File: config.mk
export PLATFORM = sky130hd
export DESIGN_NAME = dphy_rx
export DESIGN_NICKNAME = d
export VERILOG_FILES = /design/src/source/dphy_rx_pkg.sv /design/src/source/dphy_rx.sv /design/src/source/dphy_credit_tx.sv /design/src/source/dphy_32b_map.sv /design/src/source/dphy_word_align.sv /design/src/source/dphy_byte_align.sv
export VERILOG_INCLUDE_DIRS = /design/src /design/src/include
export SDC_FILE = /design/constraint.sdc
export NUM_CORES = 1
export LEC_CHECK = 0
export ABC_CLOCK_PERIOD_IN_PS = 4500
export BUFFER_PORTS_ARGS = -buffer_cell sky130_fd_sc_hd__buf_2
export CAP_MARGIN = 0
export CORE_MARGIN = 8
export CORE_UTILIZATION = 39
export CTS_CLUSTER_SIZE = 16
export DETAILED_ROUTE_END_ITERATION = 12
export GPL_TIMING_DRIVEN = 0
export PLACE_DENSITY = 0.64
export RECOVER_POWER = 25
export REMOVE_ABC_BUFFERS = 1
export SLEW_MARGIN = 20
export SYNTH_ARGS = -nofsm -noshare
export SYNTH_HDL_FRONTEND = slang
export SYNTH_SLANG_ARGS = --single-unit
File: constraint.sdc
create_clock -name byte_clk_i -period 4.5 [get_ports byte_clk_i]
set_input_delay 1.125 -clock byte_clk_i [delete_from_list [all_inputs] [get_ports byte_clk_i]]
set_output_delay 1.125 -clock byte_clk_i [all_outputs]
set_load 0.005 [all_outputs]
File: src/include/dphy_rx_config.svh
`ifndef DPHY_RX_CONFIG_SVH
`define DPHY_RX_CONFIG_SVH

// data lanes in use, 1, 2 or 4
`define DPHY_DATA_LANES 2

// hs sync byte, received lsb first
`define DPHY_SYNC_BYTE 8'hB8

// credits held by the output stage after reset
`define DPHY_OUT_CREDITS 4

// output fifo depth in words
`define DPHY_FIFO_DEPTH 8

`endif
File: src/source/dphy_rx_pkg.sv
`include "dphy_rx_config.svh"

package dphy_rx_pkg;

  // one byte per data lane, lane 0 in the low byte
  typedef logic [`DPHY_DATA_LANES-1:0][7:0] lane_bytes_t;

  // deskewed beat across all lanes
  typedef struct packed {
    lane_bytes_t bytes;
    logic        valid;
    logic        flush;  // packet end, no data
  } lane_beat_t;

  typedef struct packed {
    logic [31:0] data;
    logic        last;
  } word_beat_t;

endpackage

File: src/source/dphy_rx.sv
`timescale 1ns/1ps
`include "dphy_rx_config.svh"

module dphy_rx (
  input  logic                     byte_clk_i,
  input  logic                     rst_n_i,
  input  logic                     enable_i,
  input  logic                     pkt_done_i,
  input  dphy_rx_pkg::lane_bytes_t byte_data_i,
  input  logic                     credit_i,
  output dphy_rx_pkg::word_beat_t  out_beat_o,
  output logic                     out_valid_o,
  output logic                     overflow_o
);
  import dphy_rx_pkg::*;

  lane_bytes_t                 aligned_bytes;
  logic [`DPHY_DATA_LANES-1:0] aligned_valid;
  logic                        sync_reset;
  lane_beat_t                  lane_beat;
  word_beat_t                  word;
  logic                        word_valid;

  generate
    for (genvar i = 0; i < `DPHY_DATA_LANES; i++)
    begin : byte_align
      dphy_byte_align byte_aligner
      (
        .byte_clk_i       ( byte_clk_i       ),
        .rst_n_i          ( rst_n_i          ),
        .enable_i         ( enable_i         ),
        .unaligned_byte_i ( byte_data_i[i]   ),
        .sync_reset_i     ( sync_reset       ),
        .aligned_byte_o   ( aligned_bytes[i] ),
        .valid_o          ( aligned_valid[i] )
      );
    end
  endgenerate

  dphy_word_align word_aligner
  (
    .byte_clk_i   ( byte_clk_i    ),
    .rst_n_i      ( rst_n_i       ),
    .enable_i     ( enable_i      ),
    .pkt_done_i   ( pkt_done_i    ),
    .byte_data_i  ( aligned_bytes ),
    .valid_i      ( aligned_valid ),
    .sync_reset_o ( sync_reset    ),
    .beat_o       ( lane_beat     )
  );

  dphy_32b_map mapper
  (
    .byte_clk_i ( byte_clk_i ),
    .rst_n_i    ( rst_n_i    ),
    .beat_i     ( lane_beat  ),
    .word_o     ( word       ),
    .valid_o    ( word_valid )
  );

  dphy_credit_tx credit_tx
  (
    .byte_clk_i  ( byte_clk_i  ),
    .rst_n_i     ( rst_n_i     ),
    .word_i      ( word        ),
    .valid_i     ( word_valid  ),
    .credit_i    ( credit_i    ),
    .out_beat_o  ( out_beat_o  ),
    .out_valid_o ( out_valid_o ),
    .overflow_o  ( overflow_o  )
  );

endmodule

File: src/source/dphy_credit_tx.sv
`timescale 1ns/1ps
`include "dphy_rx_config.svh"

module dphy_credit_tx (
  input  logic                    byte_clk_i,
  input  logic                    rst_n_i,
  input  dphy_rx_pkg::word_beat_t word_i,
  input  logic                    valid_i,
  input  logic                    credit_i,
  output dphy_rx_pkg::word_beat_t out_beat_o,
  output logic                    out_valid_o,
  output logic                    overflow_o
);
  import dphy_rx_pkg::*;

  localparam int DEPTH   = `DPHY_FIFO_DEPTH;
  localparam int CREDITS = `DPHY_OUT_CREDITS;
  localparam int PW      = $clog2(DEPTH);
  localparam int CW      = $clog2(DEPTH + 1);
  localparam int KW      = $clog2(CREDITS + 1);

  word_beat_t    mem [DEPTH];
  logic [PW-1:0] wr_ptr;
  logic [PW-1:0] rd_ptr;
  logic [CW-1:0] count;
  logic [KW-1:0] credits;
  logic          full;
  logic          push;
  logic          pop;

  assign full        = (count == CW'(DEPTH));
  assign push        = valid_i && !full;
  assign out_valid_o = (count != '0) && (credits != '0);
  assign pop         = out_valid_o;  // each word sent spends a credit
  assign out_beat_o  = mem[rd_ptr];

  always_ff @(posedge byte_clk_i)
  begin
    if (push)
      mem[wr_ptr] <= word_i;
  end

  always_ff @(posedge byte_clk_i)
  begin
    if (!rst_n_i)
    begin
      wr_ptr <= '0;
      rd_ptr <= '0;
      count  <= '0;
    end
    else
    begin
      if (push)
        wr_ptr <= (wr_ptr == PW'(DEPTH - 1)) ? '0 : wr_ptr + 1'b1;
      if (pop)
        rd_ptr <= (rd_ptr == PW'(DEPTH - 1)) ? '0 : rd_ptr + 1'b1;
      count <= count + CW'(push) - CW'(pop);
    end
  end

  always_ff @(posedge byte_clk_i)
  begin
    if (!rst_n_i)
      credits <= KW'(CREDITS);
    else
      credits <= credits + KW'(credit_i) - KW'(pop);
  end

  always_ff @(posedge byte_clk_i)
  begin
    if (!rst_n_i)
      overflow_o <= 1'b0;
    else if (valid_i && full)
      overflow_o <= 1'b1;  // word dropped, sticky
  end

endmodule

File: src/source/dphy_32b_map.sv
`timescale 1ns/1ps
`include "dphy_rx_config.svh"

module dphy_32b_map (
  input  logic                    byte_clk_i,
  input  logic                    rst_n_i,
  input  dphy_rx_pkg::lane_beat_t beat_i,
  output dphy_rx_pkg::word_beat_t word_o,
  output logic                    valid_o
);

  localparam int LANES = `DPHY_DATA_LANES;
  localparam int BEATS = 4 / LANES;

  logic [31:0] acc;
  logic [31:0] acc_next;
  logic [31:0] hold;
  logic [1:0]  cnt;
  logic        word_done;
  logic        hold_valid;
  logic        send;
  logic        send_last;
  logic [31:0] send_data;

  assign word_done = (cnt == 2'(BEATS - 1));

  // beat b, lane j lands in byte b*LANES+j of the word
  always_comb
  begin
    acc_next = acc;
    for (int j = 0; j < LANES; j++)
      acc_next[8 * (int'(cnt) * LANES + j) +: 8] = beat_i.bytes[j];
  end

  always_comb
  begin
    send      = 1'b0;
    send_last = 1'b0;
    send_data = hold;
    if (beat_i.flush)
    begin
      send      = hold_valid || (cnt != 2'd0);
      send_last = 1'b1;
      if (!hold_valid)
        send_data = acc;  // zero padded partial word
    end
    else if (beat_i.valid && hold_valid)
    begin
      send = 1'b1;  // held word leaves once the next word starts
    end
  end

  always_ff @(posedge byte_clk_i)
  begin
    if (!rst_n_i)
    begin
      acc        <= '0;
      cnt        <= 2'd0;
      hold_valid <= 1'b0;
    end
    else if (beat_i.flush)
    begin
      acc        <= '0;
      cnt        <= 2'd0;
      hold_valid <= 1'b0;
    end
    else if (beat_i.valid)
    begin
      if (word_done)
      begin
        acc        <= '0;
        cnt        <= 2'd0;
        hold       <= acc_next;
        hold_valid <= 1'b1;
      end
      else
      begin
        acc        <= acc_next;
        cnt        <= cnt + 2'd1;
        hold_valid <= 1'b0;
      end
    end
  end

  always_ff @(posedge byte_clk_i)
  begin
    word_o <= '{data: send_data, last: send_last};
  end

  always_ff @(posedge byte_clk_i)
  begin
    if (!rst_n_i)
      valid_o <= 1'b0;
    else
      valid_o <= send;
  end

endmodule

File: src/source/dphy_word_align.sv
`timescale 1ns/1ps
`include "dphy_rx_config.svh"

module dphy_word_align (
  input  logic                        byte_clk_i,
  input  logic                        rst_n_i,
  input  logic                        enable_i,
  input  logic                        pkt_done_i,
  input  dphy_rx_pkg::lane_bytes_t    byte_data_i,
  input  logic [`DPHY_DATA_LANES-1:0] valid_i,
  output logic                        sync_reset_o,
  output dphy_rx_pkg::lane_beat_t     beat_o
);
  import dphy_rx_pkg::*;

  localparam int LANES = `DPHY_DATA_LANES;
  localparam int DEPTH = 4;

  logic [7:0]       mem [LANES][DEPTH];
  logic [1:0]       wr_ptr [LANES];
  logic [1:0]       rd_ptr [LANES];
  logic [2:0]       count [LANES];
  logic [LANES-1:0] not_empty;
  logic [LANES-1:0] push;
  logic             pop;
  logic             drain;
  logic             flush_now;
  lane_bytes_t      head;
  lane_bytes_t      beat_bytes;
  logic             beat_valid;
  logic             beat_flush;

  // bytes seen with or after pkt_done_i are not part of the packet
  always_comb
  begin
    for (int i = 0; i < LANES; i++)
    begin
      not_empty[i] = (count[i] != 3'd0);
      push[i]      = enable_i && valid_i[i] && !pkt_done_i && !drain && !sync_reset_o;
      head[i]      = mem[i][rd_ptr[i]];
    end
  end

  assign pop       = &not_empty;  // every lane holds its byte of the beat
  assign flush_now = drain && !pop;

  always_ff @(posedge byte_clk_i)
  begin
    for (int i = 0; i < LANES; i++)
    begin
      if (push[i])
        mem[i][wr_ptr[i]] <= byte_data_i[i];
    end
  end

  always_ff @(posedge byte_clk_i)
  begin
    if (!rst_n_i || flush_now)
    begin
      for (int i = 0; i < LANES; i++)
      begin
        wr_ptr[i] <= 2'd0;
        rd_ptr[i] <= 2'd0;
        count[i]  <= 3'd0;
      end
    end
    else
    begin
      for (int i = 0; i < LANES; i++)
      begin
        if (push[i])
          wr_ptr[i] <= wr_ptr[i] + 2'd1;
        if (pop)
          rd_ptr[i] <= rd_ptr[i] + 2'd1;
        count[i] <= count[i] + 3'(push[i]) - 3'(pop);
      end
    end
  end

  always_ff @(posedge byte_clk_i)
  begin
    beat_bytes <= head;
  end

  always_ff @(posedge byte_clk_i)
  begin
    if (!rst_n_i)
    begin
      beat_valid   <= 1'b0;
      beat_flush   <= 1'b0;
      sync_reset_o <= 1'b0;
      drain        <= 1'b0;
    end
    else
    begin
      beat_valid   <= pop;
      beat_flush   <= flush_now;
      sync_reset_o <= flush_now;  // aligners search for the next sync
      if (flush_now)
        drain <= 1'b0;
      else if (pkt_done_i)
        drain <= 1'b1;
    end
  end

  assign beat_o = '{bytes: beat_bytes, valid: beat_valid, flush: beat_flush};

endmodule

File: src/source/dphy_byte_align.sv
`timescale 1ns/1ps
`include "dphy_rx_config.svh"

module dphy_byte_align (
  input  logic       byte_clk_i,
  input  logic       rst_n_i,
  input  logic       enable_i,
  input  logic [7:0] unaligned_byte_i,
  input  logic       sync_reset_i,
  output logic [7:0] aligned_byte_o,
  output logic       valid_o
);

  logic [7:0]  prev_byte;
  logic [15:0] window;
  logic        locked;
  logic [2:0]  offset;
  logic        hit;
  logic [2:0]  hit_offset;

  assign window = {unaligned_byte_i, prev_byte};  // older bits in the low half

  // lowest matching offset wins
  always_comb
  begin
    hit        = 1'b0;
    hit_offset = 3'd0;
    for (int i = 7; i >= 0; i--)
    begin
      if (window[i +: 8] == `DPHY_SYNC_BYTE)
      begin
        hit        = 1'b1;
        hit_offset = 3'(i);
      end
    end
  end

  always_ff @(posedge byte_clk_i)
  begin
    prev_byte <= unaligned_byte_i;
  end

  always_ff @(posedge byte_clk_i)
  begin
    if (!rst_n_i || sync_reset_i)
    begin
      locked <= 1'b0;
      offset <= 3'd0;
    end
    else if (enable_i && !locked && hit)
    begin
      locked <= 1'b1;
      offset <= hit_offset;
    end
  end

  always_ff @(posedge byte_clk_i)
  begin
    aligned_byte_o <= window[offset +: 8];
  end

  always_ff @(posedge byte_clk_i)
  begin
    if (!rst_n_i || sync_reset_i)
    begin
      valid_o <= 1'b0;
    end
    else
    begin
      valid_o <= locked && enable_i;  // first byte after the sync byte
    end
  end

endmodule

==> implementation parameters, run 1 <==
Parameter                              Value

Clock tree
  Number of buffers inserted for hold repair after clock tree synthesis    0
  Buffer depth of the longest clock path    3
  Resized cells post-CTS    0
  Clock edge transition at the registers on the reported setup and hold paths    0.06 ns
  Buffer count from post-CTS setup fixing    0
  Root cell of the clock tree    sky130_fd_sc_hd__clkbuf_16
  TritonCTS clock tree    built
  Clock insertion delay at the later pin of the skew report    0.58 ns
  Number of clock buffers inserted by TritonCTS    52
  Clk sink count    521
  Htree depth    2

Worst setup path
  Critical path arrival    2.38 ns
  Crit Path Max Fanout    30
  Cells traversed along the worst timing path    buf_16 -> mux4_2 -> mux2_2 -> buf_2
  R2R Path Start    credit_tx.count[2]$_SDFF_PN0_
  Worst-case reg-to-reg path depth    11
  Setup slack of the worst register-to-register path    1.69 ns
  Buffers & Inverters on Critical Path    2
  Top cell family by delay on the critical path    multiplexers
  Req. time, crit path    3.38 ns
  Class of the most critical setup path    flip-flop to output port
  Critical path startpoint category    flip-flop
  Endpoint of the most critical register-to-register path    credit_tx.mem[1][13]$_DFFE_PP_
  Largest stage delay on the critical path    0.53 ns
  CP endpoint kind    output port
  Critical-path top delay cell    sky130_fd_sc_hd__mux4_2

Final layout
  Fraction of the core area covered by cells at the end of the flow    0.456
  NumNets Final    1,395
  Fraction of layout instances using a drive strength above 1    0.243
  Final antenna diode count    0
  Synthesis-to-layout area growth    16.2%
  Number of filler cells placed in the layout    4,420

GRT
  Overflow left after global routing    0
  Antenna violations before repair    0
  Number of global-route vias before repair    10,700
  Total routing usage reported by global routing    0.124
  First-pass GRT wire length    59,200 um
  Maximum number of pins on one net before global-route repair    40

Timing
  Final period utilization    0.780
  Clk_skew    0.0138 ns
  Hold_ws    0.450 ns
  Final Worst Setup Slack    0.992 ns
  Maximum operating frequency    285 MHz
  Final setup violation count    0
  Total count of hold-check failures in the final report    0
  Worst-margin pin slew    0.808 ns
  RSZ-0062 raised after global routing    no
  Slew Limit Headroom    0.453
  Setup TNS    0 ns
  Max Transition Viols Final    0
  Min cycle time layout    3.51 ns

Min path
  Number of cells on the worst hold path    2
  Startpoint of the most critical hold path    mapper.hold[17]$_DFFE_PP_
  Worst hold endpoint    mapper.word_o[18]$_DFF_P_
  Hold crit path type    flip-flop to flip-flop

Status
  Run status    completed

Routing
  Routed wirelength normalized by instance count    17.9 um
  Routed length on met2    18,100 um
  Number of DRC markers after the initial detailed-route iteration    693
  Final antenna-violating net count    0
  Mean number of vias per cell    5.00
  Met3 wire len    1650 um
  Met1 layer wirelength in the final routing    16,500 um
  Final wirelength    37,000 um
  DR top layer    met4
  DRC violation count after routing    0
  DRT Pass-1 Iters    4
  Total via count after detailed routing    10,300

Yosys
  Yosys reg bits    521
  Number of distinct library cell variants in the gate-level netlist after synthesis    51
  Proportion of netlist area held by the largest area contributor    0.552
  Sequential fraction of the synthesis area    0.704
  Main area contributors after synthesis    sky130_fd_sc_hd__edfxtp_1 (55%), sky130_fd_sc_hd__dfxtp_1 (15%), sky130_fd_sc_hd__mux4_2 (9.6%), sky130_fd_sc_hd__mux2_2 (2.2%), sky130_fd_sc_hd__nand2_1 (1.8%)
  FFs w/ async S/R, synth    0
  Number of synthesis warnings    0
  Top_reg_cell synth    sky130_fd_sc_hd__edfxtp_1
  Post-synthesis instance total    1,251
  Netlist area before placement    0.0200 mm^2
  Cell with the most instances after synthesis    sky130_fd_sc_hd__edfxtp_1
  Number of flops mapped to enable cells by yosys    368
  Cell type contributing the most total cell area after synthesis    sky130_fd_sc_hd__edfxtp_1
  Top cells by count, synth    sky130_fd_sc_hd__edfxtp_1 (368), sky130_fd_sc_hd__dfxtp_1 (153), sky130_fd_sc_hd__nand2_1 (98)
  Per-instance average area after synthesis    16.0 um^2

Die
  Area of the die    0.0589 mm^2
  Starting density of the core    0.392
  Cell row count    83
  Ports placed on the boundary    56
  Die X    243 um
  Placeable Area    0.0511 mm^2
  Die Height    243 um

Power and ir drop
  Reported net switching power    2.52 mW
  VDD IR-drop max    0.290 mV
  Sequential Power Share    0.475
  Sw Ratio    0.224
  Relative contribution of the clock network to total power    0.408
  Internal power summed over all cells    8.73 mW
  Power density cells    484 mW/mm^2
  Comb pwr share    0.117
  Leakage power summed over all cells    7.93 nW

Placed design
  Detailed-placement wirelength estimate    24,300 um
  Placement-stage worst setup slack    1.09 ns
  Placer congestion estimate    0.782
  I/O Buffers    55

Job
  Max-cap violation count    0
flip-flops by register name (all words and copies together) (netlist names), 4 cells and up, named ones only:
signal	flops
byte_align.byte_aligner.aligned_byte_o	16
byte_align.byte_aligner.offset	6
byte_align.byte_aligner.prev_byte	16
credit_tx.count	4
credit_tx.mem	264
mapper.acc	32
mapper.hold	32
mapper.word_o	33
word_aligner.beat_o	16
word_aligner.count	6
word_aligner.mem	64
word_aligner.rd_ptr	4
word_aligner.wr_ptr	4
worst min-delay path: stages (launching register included):
cell	delay, ns
sky130_fd_sc_hd__edfxtp_1	0.32
sky130_fd_sc_hd__nand2_1	0.04
sky130_fd_sc_hd__o21ai_0	0.06
power by group through the flow:
stage               combinational (mW)  sequential, mW  clock [mW]
CTS                               1.36            5.35        4.71
floorplan                        0.880            5.50           0
global route                      1.46            5.36        4.88
detailed placement                1.36            5.45           0
global placement                  1.21            5.61           0
finish                            1.32            5.34        4.60
through the flow:
| stage | cells | power [mW] | cell area, um^2 |
|---|---|---|---|
| finish | 2065 | 11.3 | 23300 |
| global route | 2065 | 11.7 | 23300 |
| CTS | 2065 | 11.4 | 23300 |
| detailed placement | 1967 | 6.81 | 21400 |
| global placement | 1931 | 6.82 | 20900 |
| floorplan | 1196 | 6.38 | 19800 |
kinds of logic after synthesis:
logic type	after synthesis	share of synthesized area
xor+xnor	10	0.00437
mux	147	0.129
flops	521	0.704
compound gates	162	0.0486
buf+inv	119	0.0252
simple gates	259	0.0663
fa+ha+maj	33	0.0221
per-layer routing:
layer  track usage  vias up
li1              -     4909
met1         0.166     5169
met2         0.206      190
met3        0.0230       47
met4        0.0374        0
met5             0        -
cells in the final DEF (no fill, tap or decap), types with 8 or more instances in the layout:
cell | netlist | final
sky130_fd_sc_hd__buf_2 | 17 | 60
sky130_fd_sc_hd__mux4_2 | 85 | 85
sky130_fd_sc_hd__nand2_1 | 98 | 98
sky130_fd_sc_hd__buf_4 | 0 | 18
sky130_fd_sc_hd__dfxtp_1 | 153 | 150
sky130_fd_sc_hd__nor4bb_1 | 12 | 11
sky130_fd_sc_hd__o21ai_1 | 21 | 21
sky130_fd_sc_hd__nor2_1 | 62 | 57
sky130_fd_sc_hd__and3_1 | 15 | 15
sky130_fd_sc_hd__xnor2_1 | 9 | 9
sky130_fd_sc_hd__mux2_2 | 40 | 40
sky130_fd_sc_hd__o22ai_1 | 8 | 8
sky130_fd_sc_hd__clkinv_2 | 0 | 10
sky130_fd_sc_hd__clkbuf_16 | 0 | 54
sky130_fd_sc_hd__edfxtp_1 | 368 | 368
sky130_fd_sc_hd__o21ai_0 | 63 | 63
sky130_fd_sc_hd__ha_1 | 29 | 29
sky130_fd_sc_hd__a22oi_1 | 25 | 25
sky130_fd_sc_hd__nor2b_1 | 8 | 8
sky130_fd_sc_hd__bufinv_16 | 0 | 8
sky130_fd_sc_hd__mux2i_1 | 22 | 22
sky130_fd_sc_hd__inv_1 | 63 | 63
sky130_fd_sc_hd__nand3_1 | 9 | 9
sky130_fd_sc_hd__and2_1 | 17 | 17
sky130_fd_sc_hd__a21oi_1 | 19 | 19
final cells by class:
type	count	area (um^2)	share of cell area
Clock buffer	68	1470	0.0633
Clock inverter	30	383	0.0164
Inverter	64	240	0.0103
Multi-Input combinational cell	611	5490	0.236
Sequential cell	521	14100	0.607
Tap cell	680	851	0.0365
Timing Repair Buffer	91	726	0.0312
how the worst max path moves through the flow:
stage | to | slack (ns) | depth (start not counted)
after floorplan | out_beat_o[0] | -0.35 | 2
after global placement | credit_tx.mem[0][28]$_DFFE_PP_ | -3.54 | 5
after detailed placement | word_aligner.count[0][5]$_SDFF_PP0_ | 1.09 | 11
after CTS | out_beat_o[16] | 0.89 | 4
after global routing | out_beat_o[11] | 0.85 | 4
final | out_beat_o[13] | 0.99 | 4
(Power assumes the default switching activity.)
==> run 2, diff against run 1 <==
--- a/config.mk
+++ b/config.mk
@@ -6,7 +6,7 @@
 export SDC_FILE = /design/constraint.sdc
 export NUM_CORES = 1
 export LEC_CHECK = 0
-export ABC_CLOCK_PERIOD_IN_PS = 4500
+export ABC_CLOCK_PERIOD_IN_PS = 2900
 export BUFFER_PORTS_ARGS = -buffer_cell sky130_fd_sc_hd__buf_2
 export CAP_MARGIN = 0
 export CORE_MARGIN = 8
==> constraint.sdc (replaced) <==
create_clock -name byte_clk_i -period 2.9 [get_ports byte_clk_i]
set_input_delay 0.725 -clock byte_clk_i [delete_from_list [all_inputs] [get_ports byte_clk_i]]
set_output_delay 0.725 -clock byte_clk_i [all_outputs]
set_load 0.005 [all_outputs]
==> run 2 against run 1 <==
The flow now finishes with violations (negative setup slack). Sequential power rose by 54%. Via count rose by 1.0%. Largest cell class unchanged. Combinational power rose by 110%. Utilization rose by 0.94 points.
==> implementation parameters, run 2 (synthesized netlist as in run 1, its figures left out) <==
Parameter                              Value

GRT
  Overflow left after global routing    0 (unchanged)
  Global Route met2 Usage    0.209 (was 0.206)
  Number of global-route vias before repair    10,700 (about the same)
  Met3 capacity usage during global routing    0.0231 (was 0.0230)
  Most crowded layer after global routing    met2 (unchanged)
  Antenna violations before repair    0 (unchanged)
  Global Route met1 Usage    0.167 (was 0.166)
  First-pass GRT wire length    59,600 um (was 59,200 um)
  Total routing usage reported by global routing    0.125 (was 0.124)
  Maximum number of pins on one net before global-route repair    40 (unchanged)

Die
  Die Height    243 um (unchanged)
  Placeable Area    0.0511 mm^2 (unchanged)
  Area of the die    0.0589 mm^2 (unchanged)
  Ports placed on the boundary    56 (unchanged)
  Cell row count    83 (unchanged)
  Starting density of the core    0.392 (unchanged)
  Die X    243 um (unchanged)

Timing
  Final Worst Setup Slack    -0.0739 ns (was 0.992 ns)
  Slew Limit Headroom    0.448 (was 0.453)
  Worst-margin pin slew    0.816 ns (was 0.808 ns)
  Clk_skew    0.0151 ns (was 0.0138 ns)
  Max Transition Viols Final    0 (unchanged)
  Min cycle time layout    2.97 ns
  Hold_ws    0.238 ns (was 0.450 ns)
  Final setup violation count    29 (was 0)
  Total count of hold-check failures in the final report    0 (unchanged)
  Final period utilization    1.03
  RSZ-0062 raised after global routing    yes (was no)
  Maximum operating frequency    336 MHz

Final layout
  Synthesis-to-layout area growth    18.6% (was 16.2%)
  NumNets Final    1,409 (was 1,395)
  Final antenna diode count    0 (unchanged)
  Fraction of layout instances using a drive strength above 1    0.242 (was 0.243)
  Most frequent cells in the layout    sky130_fd_sc_hd__edfxtp_1 (368), sky130_fd_sc_hd__dfxtp_1 (150), sky130_fd_sc_hd__nand2_1 (97), sky130_fd_sc_hd__mux4_2 (85) (was sky130_fd_sc_hd__edfxtp_1 (368), sky130_fd_sc_hd__dfxtp_1 (150), sky130_fd_sc_hd__nand2_1 (98), sky130_fd_sc_hd__mux4_2 (85))
  Registers with the most flip-flops    credit_tx.mem: 264 flops, word_aligner.mem: 64 flops, mapper.word_o: 33 flops (unchanged)
  Number of flip-flops under the largest register name    264 (unchanged)
  Largest register by flop count    credit_tx.mem (unchanged)
  Most common cell after layout, fill and taps aside    sky130_fd_sc_hd__edfxtp_1 (unchanged)

Worst setup path
  Req. time, crit path    2.17 ns (was 3.38 ns)
  Critical path arrival    2.25 ns (was 2.38 ns)
  Top cell family by delay on the critical path    multiplexers (unchanged)
  CP endpoint kind    output port (unchanged)
  Class of the most critical setup path    flip-flop to output port (unchanged)
  Crit Path Max Fanout    6 (was 30)
  Buffers & Inverters on Critical Path    3 (was 2)
  Cell depth of the worst setup path    5 (was 4)
  Cells traversed along the worst timing path    buf_6 -> clkbuf_16 -> mux4_2 -> mux2_2 -> buf_2 (was buf_16 -> mux4_2 -> mux2_2 -> buf_2)
  Largest stage delay on the critical path    0.51 ns (was 0.53 ns)
  Worst-case reg-to-reg path depth    11 (unchanged)
  Critical path startpoint category    flip-flop (unchanged)
  Critical-path top delay cell    sky130_fd_sc_hd__mux4_2 (unchanged)

Placed design
  Placer congestion estimate    0.782 (unchanged)
  Detailed-placement wirelength estimate    24,300 um (unchanged)
  Placement-stage worst setup slack    -0.107 ns (was 1.09 ns)
  I/O Buffers    55 (unchanged)

Routing
  Final wirelength    38,800 um (was 37,000 um)
  Total via count after detailed routing    10,400 (was 10,300)
  DRC violation count after routing    0 (unchanged)
  Routed wirelength normalized by instance count    18.7 um (was 17.9 um)
  Final antenna-violating net count    0 (unchanged)
  Number of DRC markers after the initial detailed-route iteration    722 (was 693)
  Mean number of vias per cell    5.01 (was 5.00)
  DRT Pass-1 Iters    5 (was 4)

Power and ir drop
  Leakage power summed over all cells    8.14 nW (was 7.93 nW)
  Sum of internal, switching and leakage power    18.1 mW (was 11.3 mW)
  Power density cells    763 mW/mm^2 (was 484 mW/mm^2)
  VDD IR-drop max    0.461 mV (was 0.290 mV)

Clock tree
  Number of buffers inserted for hold repair after clock tree synthesis    0 (unchanged)
  Clock edge transition at the registers on the reported setup and hold paths    0.07 ns (was 0.06 ns)
  Buffer depth of the longest clock path    3 (unchanged)
  Root cell of the clock tree    sky130_fd_sc_hd__clkbuf_16 (unchanged)
  Clock insertion delay at the later pin of the skew report    0.58 ns (about the same)
  TritonCTS clock tree    built (unchanged)
  Number of clock buffers inserted by TritonCTS    52 (unchanged)
  Clk sink count    521 (unchanged)
  Htree depth    2 (unchanged)

Status
  Violated checks    negative setup slack
  Run status    finished, violations left (was completed)

Min path
  Number of cells on the worst hold path    1 (was 2)
  Hold crit path type    input port to flip-flop (was flip-flop to flip-flop)

Job
  Max-cap violation count    0 (unchanged)
## run 2: changes by cell type in the layout (fill, tap and decap cells not counted), moves of 2 or more
cell	change
sky130_fd_sc_hd__buf_12	+2
sky130_fd_sc_hd__mux2_2	-25
sky130_fd_sc_hd__clkbuf_1	+14
sky130_fd_sc_hd__clkbuf_16	+4
sky130_fd_sc_hd__buf_4	+3
sky130_fd_sc_hd__mux2_4	+25
sky130_fd_sc_hd__buf_6	+28
sky130_fd_sc_hd__buf_2	-39
## run 2: per-layer routing
layer	vias up	routed length, um
li1	4947	-
met1	5242	17200
met2	184	19200
met3	49	1640
met4	0	729
met5	-	0
## run 2: report_power, final
part	internal [mW]	switching [mW]	total (mW)
Sequential	8.06	0.175	8.24
Clock	4.31	2.83	7.15
Combinational	1.65	1.10	2.75
## run 2: repair_timing
action | in CTS | in global routing
buffers inserted | 4 | 4
resized for setup | 28 | 29
cloned | 0 | 6
setup endpoints to repair | 33 | 35
## run 2: worst paths after layout
kind	from	endpoint	slack [ns]
hold reg to reg	mapper.hold[14]$_DFFE_PP_	mapper.word_o[15]$_DFF_P_	0.45
setup reg to reg	credit_tx.count[2]$_SDFF_PN0_	credit_tx.mem[1][13]$_DFFE_PP_	0.24
setup / recovery	flip-flop	out_beat_o[6]	-0.07
hold / removal	byte_data_i[7]	byte_align[0].byte_aligner.prev_byte[7]$_DFF_P_	0.24
## run 2: worst reg2reg max path, cell delays in order, from the launching register on
cell	delay, ns
sky130_fd_sc_hd__dfxtp_1	0.31
sky130_fd_sc_hd__inv_1	0.06
sky130_fd_sc_hd__ha_1	0.22
sky130_fd_sc_hd__nand2_1	0.06
sky130_fd_sc_hd__nand2_1	0.22
sky130_fd_sc_hd__inv_1	0.21
sky130_fd_sc_hd__nand2_2	0.17
sky130_fd_sc_hd__nor3_4	0.24
sky130_fd_sc_hd__buf_4	0.26
sky130_fd_sc_hd__buf_4	0.22
sky130_fd_sc_hd__buf_4	0.22
sky130_fd_sc_hd__buf_4	0.18
## run 2: cell type report
cell class | instances | area, um^2
clock inverters | 30 | 383
flip-flops and latches | 521 | 14100
inverters | 64 | 240
well taps | 680 | 851
fillers | 4387 | 27300
multi-input cells | 611 | 5590
clock buffers | 68 | 1470
repair buffers | 105 | 1100
## run 2: through the flow
stage | cells | setup TNS (ns) | instance area, um^2 | utilization
global placement | 1931 | -943.39 | 20900 | 0.409
finish | 2079 | -1.30 | 23800 | 0.465
CTS | 2069 | -2.70 | 23500 | 0.459
global route | 2079 | -3.47 | 23800 | 0.465
detailed placement | 1967 | -0.191 | 21400 | 0.419
floorplan | 1196 | -202.53 | 19800 | -
